==> src/common/tile_config.svh <==
/*
  Shared widths and end-of-computation constants for the dot-product tile.
  Only 32-bit address and data are supported, since an operand word packs
  exactly two 16-bit values and the bus has a single 4-byte strobe.
*/
`ifndef TILE_CONFIG_SVH
`define TILE_CONFIG_SVH

// Bus widths
`define TILE_ADDR_W 32
`define TILE_DATA_W 32

// Exit code lands here once the job is finished
`define TILE_EOC_ADDR 32'h2C03_0000

// Exit codes written to the EOC word
`define TILE_EXIT_OK  32'd1  // Every response was OKAY
`define TILE_EXIT_ERR 32'd2  // At least one read or write error

`endif

==> src/common/tile_axi_pkg.sv <==
/*
  AXI4-Lite types shared by the tile stages.
  No IDs, no bursts, no user signals. EXOKAY is not expected on AXI4-Lite,
  so any response other than OKAY is treated as an error.
*/
`include "tile_config.svh"

package tile_axi_pkg;

  // One bus word of address or data
  typedef logic [`TILE_ADDR_W-1:0]   addr_t;
  typedef logic [`TILE_DATA_W-1:0]   data_t;
  typedef logic [`TILE_DATA_W/8-1:0] strb_t;  // One bit per byte lane

  // Response codes as on the bus
  typedef enum logic [1:0] {
    OKAY   = 2'b00,
    EXOKAY = 2'b01,
    SLVERR = 2'b10,
    DECERR = 2'b11
  } resp_e;

  // Error check used on both the r and b channels
  function automatic logic resp_is_err(input resp_e resp);
    return resp != OKAY;
  endfunction

endpackage

==> src/common/tile_dot_pkg.sv <==
/*
  Datapath types of the dot-product tile.
  Operand words hold op_a in the upper half and op_b in the lower half,
  both two's complement. The accumulator wraps at 32 bits.
*/
`include "tile_config.svh"

package tile_dot_pkg;

  // One bus word, seen either raw (length, exit code) or as an operand pair
  typedef union packed {
    tile_axi_pkg::data_t raw;
    struct packed {
      logic signed [`TILE_DATA_W/2-1:0] op_a;  // Upper half
      logic signed [`TILE_DATA_W/2-1:0] op_b;  // Lower half
    } pair;
  } operand_u;

  // Running sum and final result
  typedef logic signed [`TILE_DATA_W-1:0] acc_t;

endpackage

==> src/rtl/dot_tile.sv <==
/*
  Dot-product tile top. A rising edge on fetch_enable_i while idle starts
  one job at boot_addr_i. Single AXI4-Lite master, one transaction in flight
  per channel pair. The read channels belong to fetch, the write channels
  to writeback.
*/
`timescale 1ns/10ps

module dot_tile (
  input  logic                clk,
  input  logic                rst_i,
  input  logic                fetch_enable_i,
  input  tile_axi_pkg::addr_t boot_addr_i,
  output logic                aw_valid_o,
  input  logic                aw_ready_i,
  output tile_axi_pkg::addr_t aw_addr_o,
  output logic                w_valid_o,
  input  logic                w_ready_i,
  output tile_axi_pkg::data_t w_data_o,
  output tile_axi_pkg::strb_t w_strb_o,
  input  logic                b_valid_i,
  output logic                b_ready_o,
  input  tile_axi_pkg::resp_e b_resp_i,
  output logic                ar_valid_o,
  input  logic                ar_ready_i,
  output tile_axi_pkg::addr_t ar_addr_o,
  input  logic                r_valid_i,
  output logic                r_ready_o,
  input  tile_axi_pkg::data_t r_data_i,
  input  tile_axi_pkg::resp_e r_resp_i,
  output logic                busy_o
);

  logic                   fe_q;
  logic                   start;
  logic                   op_valid;
  logic                   op_ready;
  tile_dot_pkg::operand_u op_data;
  logic                   op_last;
  tile_axi_pkg::addr_t    op_res_addr;
  logic                   op_rd_err;
  logic                   res_valid;
  logic                   res_ready;
  tile_dot_pkg::acc_t     res_data;
  tile_axi_pkg::addr_t    res_addr;
  logic                   res_rd_err;

  // Start on a fetch_enable edge, ignored mid-job
  always_ff @(posedge clk) begin
    if (rst_i) fe_q <= 1'b0;
    else fe_q <= fetch_enable_i;
  end
  assign start = fetch_enable_i && !fe_q && !busy_o;

  tile_fetch fetch_i (
    .clk, .rst_i, .start_i(start), .base_addr_i(boot_addr_i),
    .ar_valid_o, .ar_ready_i, .ar_addr_o, .r_valid_i, .r_ready_o, .r_data_i, .r_resp_i,
    .op_valid_o(op_valid), .op_ready_i(op_ready), .op_data_o(op_data),
    .op_last_o(op_last), .res_addr_o(op_res_addr), .rd_err_o(op_rd_err)
  );

  tile_mac mac_i (
    .clk, .rst_i, .op_valid_i(op_valid), .op_ready_o(op_ready), .op_data_i(op_data),
    .op_last_i(op_last), .res_addr_i(op_res_addr), .rd_err_i(op_rd_err),
    .res_valid_o(res_valid), .res_ready_i(res_ready), .res_data_o(res_data),
    .res_addr_o(res_addr), .rd_err_o(res_rd_err)
  );

  tile_writeback writeback_i (
    .clk, .rst_i, .start_i(start), .res_valid_i(res_valid), .res_ready_o(res_ready),
    .res_data_i(res_data), .res_addr_i(res_addr), .rd_err_i(res_rd_err),
    .aw_valid_o, .aw_ready_i, .aw_addr_o, .w_valid_o, .w_ready_i, .w_data_o, .w_strb_o,
    .b_valid_i, .b_ready_o, .b_resp_i, .busy_o
  );

endmodule

==> src/rtl/tile_fetch.sv <==
/*
  Fetch stage. Reads the length word at the base address, then the operand
  words one at a time. One read outstanding at most, and a new read is only
  issued while the operand register is empty, so reads stall behind the MAC.
  A failed length read is treated as a zero-length job.
*/
`timescale 1ns/10ps

module tile_fetch (
  input  logic                   clk,
  input  logic                   rst_i,
  input  logic                   start_i,
  input  tile_axi_pkg::addr_t    base_addr_i,
  output logic                   ar_valid_o,
  input  logic                   ar_ready_i,
  output tile_axi_pkg::addr_t    ar_addr_o,
  input  logic                   r_valid_i,
  output logic                   r_ready_o,
  input  tile_axi_pkg::data_t    r_data_i,
  input  tile_axi_pkg::resp_e    r_resp_i,
  output logic                   op_valid_o,
  input  logic                   op_ready_i,
  output tile_dot_pkg::operand_u op_data_o,
  output logic                   op_last_o,
  output tile_axi_pkg::addr_t    res_addr_o,
  output logic                   rd_err_o
);

  localparam logic [2:0] S_IDLE   = 3'd0;
  localparam logic [2:0] S_LEN_AR = 3'd1;
  localparam logic [2:0] S_LEN_R  = 3'd2;
  localparam logic [2:0] S_OP_AR  = 3'd3;
  localparam logic [2:0] S_OP_R   = 3'd4;

  logic [2:0]             state_q;
  tile_axi_pkg::addr_t    addr_q;      // Next read address
  tile_axi_pkg::data_t    rem_q;       // Operands still to read
  tile_axi_pkg::addr_t    res_addr_q;
  tile_dot_pkg::operand_u op_q;
  logic                   op_valid_q;
  logic                   op_last_q;
  logic                   rd_err_q;    // Sticky over the job
  logic                   r_hs;
  logic                   op_hs;
  logic                   r_bad;
  logic                   len_zero;

  assign r_hs     = r_valid_i && r_ready_o;
  assign op_hs    = op_valid_q && op_ready_i;
  assign r_bad    = tile_axi_pkg::resp_is_err(r_resp_i);
  assign len_zero = r_bad || (r_data_i == '0);

  // Operand reads wait for a free register
  assign ar_valid_o = (state_q == S_LEN_AR) || ((state_q == S_OP_AR) && !op_valid_q);
  assign ar_addr_o  = addr_q;
  assign r_ready_o  = (state_q == S_LEN_R) || (state_q == S_OP_R);
  assign op_valid_o = op_valid_q;
  assign op_data_o  = op_q;
  assign op_last_o  = op_last_q;
  assign res_addr_o = res_addr_q;
  assign rd_err_o   = rd_err_q;

  always_ff @(posedge clk) begin
    if (rst_i) begin
      state_q    <= S_IDLE;
      op_valid_q <= 1'b0;
      op_last_q  <= 1'b0;
      rd_err_q   <= 1'b0;
    end else begin
      if (op_hs) op_valid_q <= 1'b0;  // Set below wins on a new beat
      case (state_q)
        S_IDLE: begin
          if (start_i) begin
            rd_err_q <= 1'b0;
            state_q  <= S_LEN_AR;
          end
        end
        S_LEN_AR: if (ar_ready_i) state_q <= S_LEN_R;
        S_LEN_R: begin
          if (r_hs) begin
            rd_err_q <= r_bad;
            if (len_zero) begin  // Flush a zero operand as the last item
              op_valid_q <= 1'b1;
              op_last_q  <= 1'b1;
              state_q    <= S_IDLE;
            end else begin
              state_q <= S_OP_AR;
            end
          end
        end
        S_OP_AR: if (ar_valid_o && ar_ready_i) state_q <= S_OP_R;
        S_OP_R: begin
          if (r_hs) begin
            op_valid_q <= 1'b1;
            op_last_q  <= (rem_q == 'd1);
            rd_err_q   <= rd_err_q | r_bad;
            state_q    <= (rem_q == 'd1) ? S_IDLE : S_OP_AR;
          end
        end
        default: state_q <= S_IDLE;
      endcase
    end
  end

  // Addresses, count and operand payload
  always_ff @(posedge clk) begin
    if ((state_q == S_IDLE) && start_i) begin
      addr_q <= base_addr_i;
    end else if (r_hs) begin
      addr_q <= addr_q + 'd4;
    end
    if (r_hs && (state_q == S_LEN_R)) begin
      rem_q      <= r_data_i;
      op_q.raw   <= '0;
      res_addr_q <= len_zero ? addr_q + 'd4 : addr_q + (r_data_i << 2) + 'd4;  // addr_q is base
    end else if (r_hs) begin
      rem_q    <= rem_q - 'd1;
      op_q.raw <= r_data_i;
    end
  end

  // AR request must not move before the handshake
  a_ar_stable: assert property (@(posedge clk) disable iff (rst_i)
    ar_valid_o && !ar_ready_i |=> ar_valid_o && $stable(ar_addr_o));

endmodule

==> src/rtl/tile_mac.sv <==
/*
  MAC stage. One operand pair per cycle, signed 16x16 products summed into
  a 32-bit accumulator that wraps. The result is registered one cycle after
  the last item and held until writeback takes it. No new items are taken
  while a result is pending.
*/
`timescale 1ns/10ps

module tile_mac (
  input  logic                   clk,
  input  logic                   rst_i,
  input  logic                   op_valid_i,
  output logic                   op_ready_o,
  input  tile_dot_pkg::operand_u op_data_i,
  input  logic                   op_last_i,
  input  tile_axi_pkg::addr_t    res_addr_i,
  input  logic                   rd_err_i,
  output logic                   res_valid_o,
  input  logic                   res_ready_i,
  output tile_dot_pkg::acc_t     res_data_o,
  output tile_axi_pkg::addr_t    res_addr_o,
  output logic                   rd_err_o
);

  tile_dot_pkg::acc_t  acc_q;
  tile_dot_pkg::acc_t  prod;
  tile_dot_pkg::acc_t  sum;
  tile_dot_pkg::acc_t  res_q;
  tile_axi_pkg::addr_t res_addr_q;
  logic                res_valid_q;
  logic                rd_err_q;
  logic                op_hs;

  assign op_ready_o = !res_valid_q;  // Stall while a result waits
  assign op_hs      = op_valid_i && op_ready_o;

  // Both halves signed, so the product is sign extended to 32 bits
  assign prod = op_data_i.pair.op_a * op_data_i.pair.op_b;
  assign sum  = acc_q + prod;  // Wraps on overflow

  always_ff @(posedge clk) begin
    if (rst_i) begin
      acc_q       <= '0;
      res_valid_q <= 1'b0;
    end else begin
      if (res_valid_q && res_ready_i) res_valid_q <= 1'b0;
      if (op_hs) begin
        if (op_last_i) begin
          acc_q       <= '0;  // Clean start for the next job
          res_valid_q <= 1'b1;
        end else begin
          acc_q <= sum;
        end
      end
    end
  end

  // Result payload captured with the last item
  always_ff @(posedge clk) begin
    if (op_hs && op_last_i) begin
      res_q      <= sum;
      res_addr_q <= res_addr_i;
      rd_err_q   <= rd_err_i;
    end
  end

  assign res_valid_o = res_valid_q;
  assign res_data_o  = res_q;
  assign res_addr_o  = res_addr_q;
  assign rd_err_o    = rd_err_q;

  // Result is offered until writeback accepts it, unchanged
  a_res_hold: assert property (@(posedge clk) disable iff (rst_i)
    res_valid_o && !res_ready_i |=> res_valid_o && $stable(res_data_o));

endmodule

==> src/rtl/tile_writeback.sv <==
/*
  Writeback stage. Writes the sum to the result address, then the exit code
  to the EOC address. aw and w are raised together and retire on their own.
  The exit code is an error if any read failed or the first write was not
  OKAY. busy_o covers start up to the second write response.
*/
`timescale 1ns/10ps
`include "tile_config.svh"

module tile_writeback (
  input  logic                clk,
  input  logic                rst_i,
  input  logic                start_i,
  input  logic                res_valid_i,
  output logic                res_ready_o,
  input  tile_dot_pkg::acc_t  res_data_i,
  input  tile_axi_pkg::addr_t res_addr_i,
  input  logic                rd_err_i,
  output logic                aw_valid_o,
  input  logic                aw_ready_i,
  output tile_axi_pkg::addr_t aw_addr_o,
  output logic                w_valid_o,
  input  logic                w_ready_i,
  output tile_axi_pkg::data_t w_data_o,
  output tile_axi_pkg::strb_t w_strb_o,
  input  logic                b_valid_i,
  output logic                b_ready_o,
  input  tile_axi_pkg::resp_e b_resp_i,
  output logic                busy_o
);

  localparam logic [2:0] S_IDLE     = 3'd0;
  localparam logic [2:0] S_WAIT_RES = 3'd1;
  localparam logic [2:0] S_RES_WR   = 3'd2;
  localparam logic [2:0] S_RES_B    = 3'd3;
  localparam logic [2:0] S_EOC_WR   = 3'd4;
  localparam logic [2:0] S_EOC_B    = 3'd5;

  logic [2:0]          state_q;
  logic                busy_q;
  logic                aw_pend_q;  // aw not yet accepted
  logic                w_pend_q;   // w not yet accepted
  logic                err_q;
  tile_axi_pkg::addr_t aw_addr_q;
  tile_axi_pkg::data_t w_data_q;
  logic                aw_hs;
  logic                w_hs;
  logic                wr_done;
  logic                res_hs;
  logic                b_hs;
  logic                exit_err;

  assign aw_hs    = aw_pend_q && aw_ready_i;
  assign w_hs     = w_pend_q && w_ready_i;
  assign wr_done  = (!aw_pend_q || aw_hs) && (!w_pend_q || w_hs);  // Both sides retired
  assign res_hs   = res_valid_i && res_ready_o;
  assign b_hs     = b_valid_i && b_ready_o;
  assign exit_err = err_q || tile_axi_pkg::resp_is_err(b_resp_i);

  assign res_ready_o = (state_q == S_WAIT_RES);
  assign b_ready_o   = (state_q == S_RES_B) || (state_q == S_EOC_B);
  assign aw_valid_o  = aw_pend_q;
  assign aw_addr_o   = aw_addr_q;
  assign w_valid_o   = w_pend_q;
  assign w_data_o    = w_data_q;
  assign w_strb_o    = '1;  // Full words only
  assign busy_o      = busy_q;

  always_ff @(posedge clk) begin
    if (rst_i) begin
      state_q   <= S_IDLE;
      busy_q    <= 1'b0;
      aw_pend_q <= 1'b0;
      w_pend_q  <= 1'b0;
      err_q     <= 1'b0;
    end else begin
      if (aw_hs) aw_pend_q <= 1'b0;
      if (w_hs) w_pend_q <= 1'b0;
      case (state_q)
        S_IDLE: begin
          if (start_i) begin
            busy_q  <= 1'b1;
            state_q <= S_WAIT_RES;
          end
        end
        S_WAIT_RES: begin
          if (res_hs) begin
            err_q     <= rd_err_i;
            aw_pend_q <= 1'b1;
            w_pend_q  <= 1'b1;
            state_q   <= S_RES_WR;
          end
        end
        S_RES_WR: if (wr_done) state_q <= S_RES_B;
        S_RES_B: begin
          if (b_hs) begin  // Result acked, go for the exit code
            err_q     <= exit_err;
            aw_pend_q <= 1'b1;
            w_pend_q  <= 1'b1;
            state_q   <= S_EOC_WR;
          end
        end
        S_EOC_WR: if (wr_done) state_q <= S_EOC_B;
        S_EOC_B: begin
          if (b_hs) begin
            busy_q  <= 1'b0;
            state_q <= S_IDLE;
          end
        end
        default: state_q <= S_IDLE;
      endcase
    end
  end

  // Write payload, address and data for both writes
  always_ff @(posedge clk) begin
    if (res_hs) begin
      aw_addr_q <= res_addr_i;
      w_data_q  <= res_data_i;
    end else if (b_hs && (state_q == S_RES_B)) begin
      aw_addr_q <= `TILE_EOC_ADDR;
      w_data_q  <= exit_err ? `TILE_EXIT_ERR : `TILE_EXIT_OK;
    end
  end

  // No write data outside a job
  a_w_in_job: assert property (@(posedge clk) disable iff (rst_i)
    $rose(w_valid_o) |-> busy_o);

endmodule

==> config.mk <==
export PLATFORM = sky130hd
export DESIGN_NAME = dot_tile
export DESIGN_NICKNAME = d
export VERILOG_FILES = /design/src/common/tile_axi_pkg.sv /design/src/common/tile_dot_pkg.sv /design/src/rtl/dot_tile.sv /design/src/rtl/tile_fetch.sv /design/src/rtl/tile_mac.sv /design/src/rtl/tile_writeback.sv
export VERILOG_INCLUDE_DIRS = /design/src /design/src/common
export SDC_FILE = /design/constraint.sdc
export NUM_CORES = 1
export LEC_CHECK = 0
export ABC_AREA = 1
export BUFFER_PORTS_ARGS = -buffer_cell sky130_fd_sc_hd__buf_2
export CORE_UTILIZATION = 60
export CTS_CLUSTER_DIAMETER = 120
export DETAILED_ROUTE_END_ITERATION = 8
export PLACE_DENSITY = 0.89
export SLEW_MARGIN = 20
export SYNTH_ARGS = -nofsm -noshare
export SYNTH_HDL_FRONTEND = slang
export SYNTH_SLANG_ARGS = --single-unit
==> constraint.sdc <==
create_clock -name clk -period 19.2 [get_ports clk]
set_clock_uncertainty 0.1 [all_clocks]
set_input_delay 5.76 -clock clk [delete_from_list [all_inputs] [get_ports clk]]
set_output_delay 5.76 -clock clk [all_outputs]
set_load 0.02 [all_outputs]
# Yosys cells after proc, flatten, opt, wreduce, memory -nomap -nowiden
# Cells that the tools add are included.
word_totals:
  wordCells: 151
  reg_bits: 304
  inputBits: 76
op_classes:
  n_reduce_logical: 46
  n_addsub: 5
  n_mul: 1
  bitwise_logic: 1
  mux: 55
  n_eq_ne: 22
ops:
  columns: ["cell", "n"]
  rows:
  - ["$mux W32", 10]
  - ["$add A32 B3 Y32 const B", 2]
  - ["$add A32 B32 Y32", 2]
  - ["$eq A32 B1 Y1 const B", 1]
  - ["$logic_not A32 Y1", 1]
  - ["$mul A16 B16 Y32", 1]
  - ["$sub A32 B1 Y32 const B", 1]
  - ["$mux W3", 10]
  - ["$mux W1", 23]
  - ["$pmux W3 S6", 1]
  - ["$ne A2 B1 Y1 const B", 8]
  - ["$reduce_bool A2 Y1", 8]
  - ["$logic_and A1 B1 Y1", 15]
  - ["$pmux W3 S5", 1]
  - ["$eq A3 B2 Y1 const B", 4]
  - ["$pmux W1 S2", 6]
  - ["$eq A3 B3 Y1 const B", 3]
  - ["$ne A2 B2 Y1 const B", 4]
  - ["$reduce_and A4 Y1", 2]
  - ["$logic_or A1 B1 Y1", 7]
  - ["$eq A3 B1 Y1 const B", 2]
  - ["$logic_not A1 Y1", 6]
  - ["$logic_not A3 Y1", 2]
  - ["$mux W2", 3]
  - ["other kinds (6)", 7]

# Longest topological paths before layout
# Gate-level depths: netlist of the first run.
depth:
  word_depth: 6
  mapped_depth: 30
  depth_no_buf: 28

# Cells and area by module
# A second synthesis of the first run with hierarchy kept.
hier_totals:
  cells_unflattened: 3319
  area_unflattened_um2: 27184.8
modules_own_cells:
  columns: ["module", "area_per_inst_um2", "seq_area_each_um2", "cells_per_inst", "n_inst"]
  rows:
  - ["tile_mac", 14786.7, 2612.5, 1733, 1]
  - ["tile_fetch", 9434.0, 3643.5, 1307, 1]
  - ["tile_writeback", 2922.8, 2062.0, 273, 1]
  - ["dot_tile", 41.3, 20.0, 6, 1]

# Worst setup path before layout of the first run
# OpenSTA, ideal clock, no wires.
synth_timing:
  path_kind: "input -> register"
  from: "input port b_valid_i"
  to: "register writeback_i.err_q"
  required_time_ps: 18969
  setup_slack_ps: 7932
  cell_stages: 4
  setup_time_ps: 131
  arrival_ps: 11036
  cell_sequence: "inv_1 -> o21ai_0 -> o21ai_0 -> a31oi_1"
synth_via:
  elab_chain_len: 3
synth_rtl:
  columns: ["item", "line_no", "text"]
  rows:
  - ["from (decl)", "dot_tile.sv:21", "input logic b_valid_i,"]
  - ["$logic_and A1 B1 Y1", "tile_writeback.sv:57", "assign b_hs = b_valid_i && b_ready_o;"]
  - ["$ne A2 B1 Y1 (no line)", null, null]
  - ["$reduce_and A3 Y1 (no line)", null, null]
  - ["to (signal assigned)", "tile_writeback.sv:88", "err_q <= rd_err_i;"]
  - ["to (signal assigned)", "tile_writeback.sv:97", "err_q <= exit_err;"]
  - ["to (decl)", "tile_writeback.sv:43", "logic err_q;"]
# No other way between the ends.
# A chain may end at the register's enable or synchronous reset.

# Worst setup path after layout of the first run
layout_timing:
  from: "input port r_data_i[0]"
  to: "register fetch_i.res_addr_q[29], in the netlist fetch_i.res_addr_o[29], data pin"
layout_via:
  elab_chain_len: 3
layout_rtl:
  columns: ["item", "line_no", "text"]
  rows:
  - ["from (decl)", "dot_tile.sv:29", "input tile_axi_pkg::data_t r_data_i,"]
  - ["$add A32 B32 Y32 / $logic_not A32 Y1 (equally long branches)", "tile_fetch.sv:115, tile_fetch.sv:51", null]
  - ["$add A32 B3 Y32 / $logic_or A1 B1 Y1 (equally long branches)", "tile_fetch.sv:115, tile_fetch.sv:51", null]
  - ["$mux W32 (*)", "tile_fetch.sv:115", "res_addr_q <= len_zero ? addr_q + 'd4 : addr_q + (r_data_i << 2) + 'd4;"]
  - ["to (signal assigned)", "tile_fetch.sv:115", null]
  - ["to (decl)", "tile_fetch.sv:38", "tile_axi_pkg::addr_t res_addr_q;"]
# Mark *: on every way between the ends. The rest lies on a longest branch, timed or not.

==> flow_metrics.py, run 1 <==
metrics = {
    "status": {
        "status": "complete, no violations",
    },
    "critical_path": {
        "r2r_start": "fetch_i.op_data_o[2]",
        "cpMaxStageDelayCell": "fa_1",
        "end_kind": "register",
        "cpLargestDelayFamily": "adder cells",
        "crit_buf_inv": 3,
        "cp.arrival_ps": 8150,
        "r2r_end": "mac_i.res_data_o[27]",
        "startpoint_type": "primary input",
        "path_max_fanout": 5,
        "worst_ep_required_time_ps": 19430,
        "crit_top_cell": "nand2_1",
        "reg2reg_depth": 21,
        "worstPathCellList": "buf_2, inv_1, ha_1, inv_1, ha_1, fa_1, nand3_1, nand2_1, nand2_1, nand2_1, a21oi_1, or2_1, nand4_1, nand3_1, nand2_1",
        "slowest_delay_ps": 520,
        "critical_path_class": "primary input to register",
        "r2r_slack_ps": 12410,
    },
    "final_layout": {
        "multi_input_area_sq_mm": 0.0155,
        "layout.nets": 3858,
        "fillers": 3497,
        "final_cell_mix": "nand2_1, inv_1, nor2_1, fa_1, edfxtp_1",
        "drive_above_1_share": 0.0885,
        "area_growth_pct": 8.58,
        "register_area_sq_mm": 0.00834,
        "final_common_cell": "nand2_1",
    },
    "cts": {
        "ctsHoldBuffers": 0,
        "cts-root-buf": "clkbuf_16",
        "clock_tree.buffer_depth": 3,
        "cts-resized-gates": 0,
        "clkTransAtPathRegs_ps": 70,
        "cts_buffers": 31,
        "cts_tree": "yes",
        "h-tree-depth": 1,
        "insertion_delay_ps": 600,
        "clock-sinks": 304,
        "postCtsSetupBuffers": 0,
    },
    "sta": {
        "drv_slew": 0,
        "setup_tns_ps": 0,
        "slew-limit-headroom": 0.255,
        "finalCritPeriodShare": 0.413,
        "hold-worst-slack_ps": 317,
        "hold_violations": 0,
        "setup_viol": 0,
        "max_slew.worst_pin.slew_ps": 1120,
        "setup_ws_ps": 11280,
        "layout_min_cycle_time_ps": 7920,
        "fmax_mhz": 126,
        "rsz0062_at_grt": "false",
    },
    "floorplanning": {
        "fp.dieH_microns": 213,
        "coreArea_sq_mm": 0.0441,
        "initial_core_util": 0.608,
        "io_pins": 182,
        "die_x_microns": 213,
        "design.die.area_sq_mm": 0.0455,
        "num_rows": 77,
    },
    "global_routing": {
        "grt_max_degree": 68,
        "grt_use_met2": 0.517,
        "overflow": 0,
        "grtUsageTotal": 0.322,
        "top_usage_layer": "met2",
        "grt_pass1_vias": 21700,
        "met3_usage": 0.0543,
        "antenna_found_initial": 4,
        "grt_pass1_wl_mm": 113,
        "met1_usage": 0.447,
    },
    "logic_synthesis": {
        "synth_compound_area_frac": 0.0566,
        "synthXorXnorAreaFrac": 0.0224,
        "yosysSeqAreaShare": 0.311,
        "synth_top_family_by_area": "adder cells",
        "ys_seq_elements": 304,
        "netlist_area_sq_mm": 0.0268,
        "syn_avg_cell_area_sq_um": 8.33,
        "yosysWarnings": 0,
        "muxShareOfSynthArea": 0,
        "ys_types": 49,
        "post_synth_fa_ha_maj_area_fraction": 0.293,
        "synthCells": 3217,
        "yosys.area_share.simple": 0.203,
    },
    "detailed_routing": {
        "wl_per_cell_microns": 18.0,
        "vias": 21900,
        "firstDrtPassIters": 7,
        "postRouteAntennaNets": 0,
        "vias_per_cell": 5.54,
        "wirelength_mm": 71.0,
        "drcViolationCount": 0,
        "first_iter_violations": 2445,
    },
    "run": {
        "drv_cap": 0,
    },
    "placed_design": {
        "pre_cts_slack_ps": 10740,
        "routabilityCongestion": 1.03,
        "dp_hpwl_mm": 56.3,
        "io_buffers": 177,
    },
    "hold_path": {
        "min-delay-path-class": "register to register",
        "hold_end": "mac_i.res_addr_o[0]",
        "worstHoldPathCells": 0,
        "hold_start": "fetch_i.res_addr_o[0]",
    },
}
[area by class of cell]
cell class	instances	share of cell area
Multi-Input combinational cell	2115	0.531
Sequential cell	304	0.286
Antenna cell	2	0.000172
Clock inverter	12	0.00322
Tap cell	592	0.0254
Clock buffer	46	0.0310
Timing Repair Buffer	190	0.0338
Inverter	689	0.0889
[per-stage QoR]
stage	instance area, sq um	utilization	std cells
after floorplan	26800	-	3220
after global placement	28100	0.637	3890
after detailed placement	28100	0.637	3890
after CTS	29100	0.660	3948
after global routing	29100	0.660	3949
final	29100	0.660	3950
[how the worst max path moves through the flow]
stage / start / to / cells past startpoint
final: r_data_i[0] / fetch_i.res_addr_o[29] / 15
after global routing: r_data_i[0] / fetch_i.res_addr_o[29] / 15
after CTS: r_data_i[0] / fetch_i.res_addr_o[29] / 15
after detailed placement: r_data_i[1] / fetch_i.res_addr_o[29] / 13
after global placement: r_data_i[1] / fetch_i.res_addr_o[29] / 13
after floorplan: b_valid_i / writeback_i.err_q / 4
[logic make-up after synthesis]
family | Yosys count
AO/OA/AOI/OAI | 284
flip-flops | 304
AND/OR/NAND/NOR | 1309
buffers and inverters | 801
XOR/XNOR | 67
adder cells (fa/ha/maj) | 451
other | 1
[synth_stat cells, drive strengths merged]
cell type	n	area, sq um
a211oi	2	15.0
a21boi	4	30.0
a21o	11	82.6
a21oi	114	571
a2bb2oi	1	8.76
a31oi	13	81.3
and2	12	75.1
and3	2	12.5
buf	20	120
clkbuf	92	348
clkinv	1	3.75
conb	1	3.75
dfxtp	79	1580
edfxtp	225	6760
fa	293	5870
ha	158	1980
inv	688	2580
nand2	758	2860
nand3	106	563
nand3b	7	52.6
nand4	31	194
nor2	319	1250
nor3	34	191
nor3b	1	12.5
nor4	15	93.8
o211ai	1	7.51
o21a	1	7.51
o21ai	125	629
o21bai	8	60.1
o22ai	4	25.0
or2	24	150
xnor2	24	225
xor2	43	377
[metal layers]
metal	part of all wire	wire, microns
met5	0.00015	11
met4	0.034	2400
met3	0.11	7640
met2	0.46	32500
met1	0.40	28500
[state kept, by name, summed over array words and instances, names as in the netlist, 3 cells and up]
register               count
fetch_i.rem_q             32
fetch_i.ar_addr_o         32
mac_i.res_addr_o          32
mac_i.res_data_o          32
fetch_i.op_data_o         32
writeback_i.aw_addr_o     32
mac_i.acc_q               32
writeback_i.state_q        3
fetch_i.res_addr_o        32
fetch_i.state_q            3
writeback_i.w_data_o      32
[worst register-to-register path, cell delays in order, from the launching register on]
cell     delay, ps
dfxtp_1        780
nand2_1        220
inv_1          160
fa_1           580
inv_1          170
fa_1           450
inv_1          360
fa_1           520
fa_1           510
fa_1           500
inv_1           50
fa_1           480
inv_1           40
ha_1           420
nand2_1        170
nor2_2         170
inv_1           90
nor3_1         300
nand4_1        180
nand3_1        120
nand2_1         70
and2_1         140
Power of run 1 is left out: the tool's default activity adds up to more than one toggle a clock period on the data nets, which glitch-free logic cannot reach.
==> run 2: changes to the inputs <==
==> constraint.sdc (replaced) <==
create_clock -name clk -period 7.55 [get_ports clk]
set_clock_uncertainty 0.1 [all_clocks]
set_input_delay 2.265 -clock clk [delete_from_list [all_inputs] [get_ports clk]]
set_output_delay 2.265 -clock clk [all_outputs]
set_load 0.02 [all_outputs]
==> run 2 against run 1 <==
Utilization increased by 0.45 points. Clock-buffer cell count down 4. Flip-flop and latch count stayed put. Highest routed layer unchanged.
==> flow_metrics.py, run 2 (synthesis gave the netlist of run 1 again) <==
metrics = {
    "floorplanning": {
        "io_pins": 182,
        "fp.dieH_microns": 213,
        "initial_core_util": 0.608,
        "num_rows": 77,
        "coreArea_sq_mm": 0.0441,
        "die_x_microns": 213,
        "design.die.area_sq_mm": 0.0455,
    },
    "sta": {
        "finalCritPeriodShare": 0.867,
        "layout_min_cycle_time_ps": 6550,
        "max_slew.worst_pin.slew_ps": 1010,
        "setup_tns_ps": 0,
        "fmax_mhz": 153,
        "rsz0062_at_grt": "false",
        "drv_slew": 0,
        "slew-limit-headroom": 0.327,
        "setup_viol": 0,
        "hold_violations": 0,
        "setup_ws_ps": 1000,
    },
    "detailed_routing": {
        "postRouteAntennaNets": 0,
        "firstDrtPassIters": 6,
        "drcViolationCount": 0,
        "vias_per_cell": 5.57,
        "vias": 22000,
        "first_iter_violations": 2283,
        "wl_per_cell_microns": 18.3,
        "wirelength_mm": 72.5,
    },
    "critical_path": {
        "worst_ep_required_time_ps": 7920,
        "cp.arrival_ps": 6920,
        "critical_path_class": "register to register",
        "path_max_fanout": 17,
        "startpoint_type": "register",
        "end_kind": "register",
    },
    "cts": {
        "cts_tree": "yes",
        "clkTransAtPathRegs_ps": 70,
        "insertion_delay_ps": 550,
        "clock_tree.buffer_depth": 3,
        "cts-root-buf": "clkbuf_16",
        "ctsHoldBuffers": 0,
        "cts_buffers": 34,
        "clock-sinks": 304,
        "cts-resized-gates": 0,
        "h-tree-depth": 2,
        "postCtsSetupBuffers": 0,
    },
    "global_routing": {
        "grtUsageTotal": 0.324,
        "antenna_found_initial": 3,
        "grt_max_degree": 69,
        "overflow": 0,
        "grt_pass1_vias": 21300,
        "grt_pass1_wl_mm": 113,
    },
    "hold_path": {
        "min-delay-path-class": "register to register",
    },
    "final_layout": {
        "final_common_cell": "nand2_1",
        "design_area_sq_mm": 0.0293,
        "area_growth_pct": 9.31,
        "layout.nets": 3857,
        "drive_above_1_share": 0.0891,
        "final_cell_mix": "nand2_1, inv_1, nor2_1, fa_1, edfxtp_1",
    },
    "placed_design": {
        "postPlaceCellArea_sq_mm": 0.0281,
        "dp_hpwl_mm": 56.9,
        "pre_cts_slack_ps": 1030,
        "io_buffers": 177,
        "routabilityCongestion": 0.997,
    },
    "status": {
        "status": "complete, no violations",
    },
    "run": {
        "drv_cap": 0,
    },
}
-- run 2: worst max-delay path: stages, from the launching register on --
cell     delay, ps
dfxtp_1        490
nand2_1        250
inv_1           90
fa_1           710
inv_1          120
fa_1           530
inv_1          290
fa_1           510
fa_1           520
fa_1           500
inv_1           50
fa_1           470
inv_1           50
ha_1           410
nand2_1        160
nor2_2         180
inv_1          100
nor2_1         230
nand4_1        180
nand3_1        140
xor2_1         200
nand2_1         70
a21oi_1        140
-- run 2: path summary, 6_finish.rpt --
| path | startpoint | end | slack (ps) | depth (start not counted) |
|---|---|---|---|---|
| setup / recovery | fetch_i.op_data_o[1] | mac_i.acc_q[23] | 1000 | 22 |
| hold / removal | fetch_i.res_addr_o[29] | mac_i.res_addr_o[29] | 320 | 0 |
| setup reg to reg | fetch_i.op_data_o[1] | mac_i.acc_q[23] | 1000 | 22 |
| hold reg to reg | fetch_i.res_addr_o[29] | mac_i.res_addr_o[29] | 320 | 0 |
-- run 2: cell type report --
cell class	count	area, sq um
Tap cell	592	741
Antenna cell	2	5.00
Clock inverter	20	241
Fill cell	3463	14800
Inverter	689	2590
Multi-Input combinational cell	2115	15500
Timing Repair Buffer	186	953
Clock buffer	42	976
Sequential cell	304	8340
-- run 2: per-layer routing --
layer	vias up	GRT usage	wire [microns]
met5	-	0	11
met4	2	0.0975	2310
met3	194	0.0753	8230
met2	1333	0.506	32800
met1	10400	0.453	29100
li1	10100	-	-
-- run 2: metrics by stage --
| step | util | instances | hold slack (ps) |
|---|---|---|---|
| floorplan | - | 3220 | 300 |
| global placement | 0.636 | 3886 | 301 |
| detailed placement | 0.636 | 3886 | 306 |
| CTS | 0.664 | 3948 | 315 |
| global route | 0.664 | 3949 | 319 |
| finish | 0.664 | 3950 | 318 |
Power of run 2 is left out for the same reason.
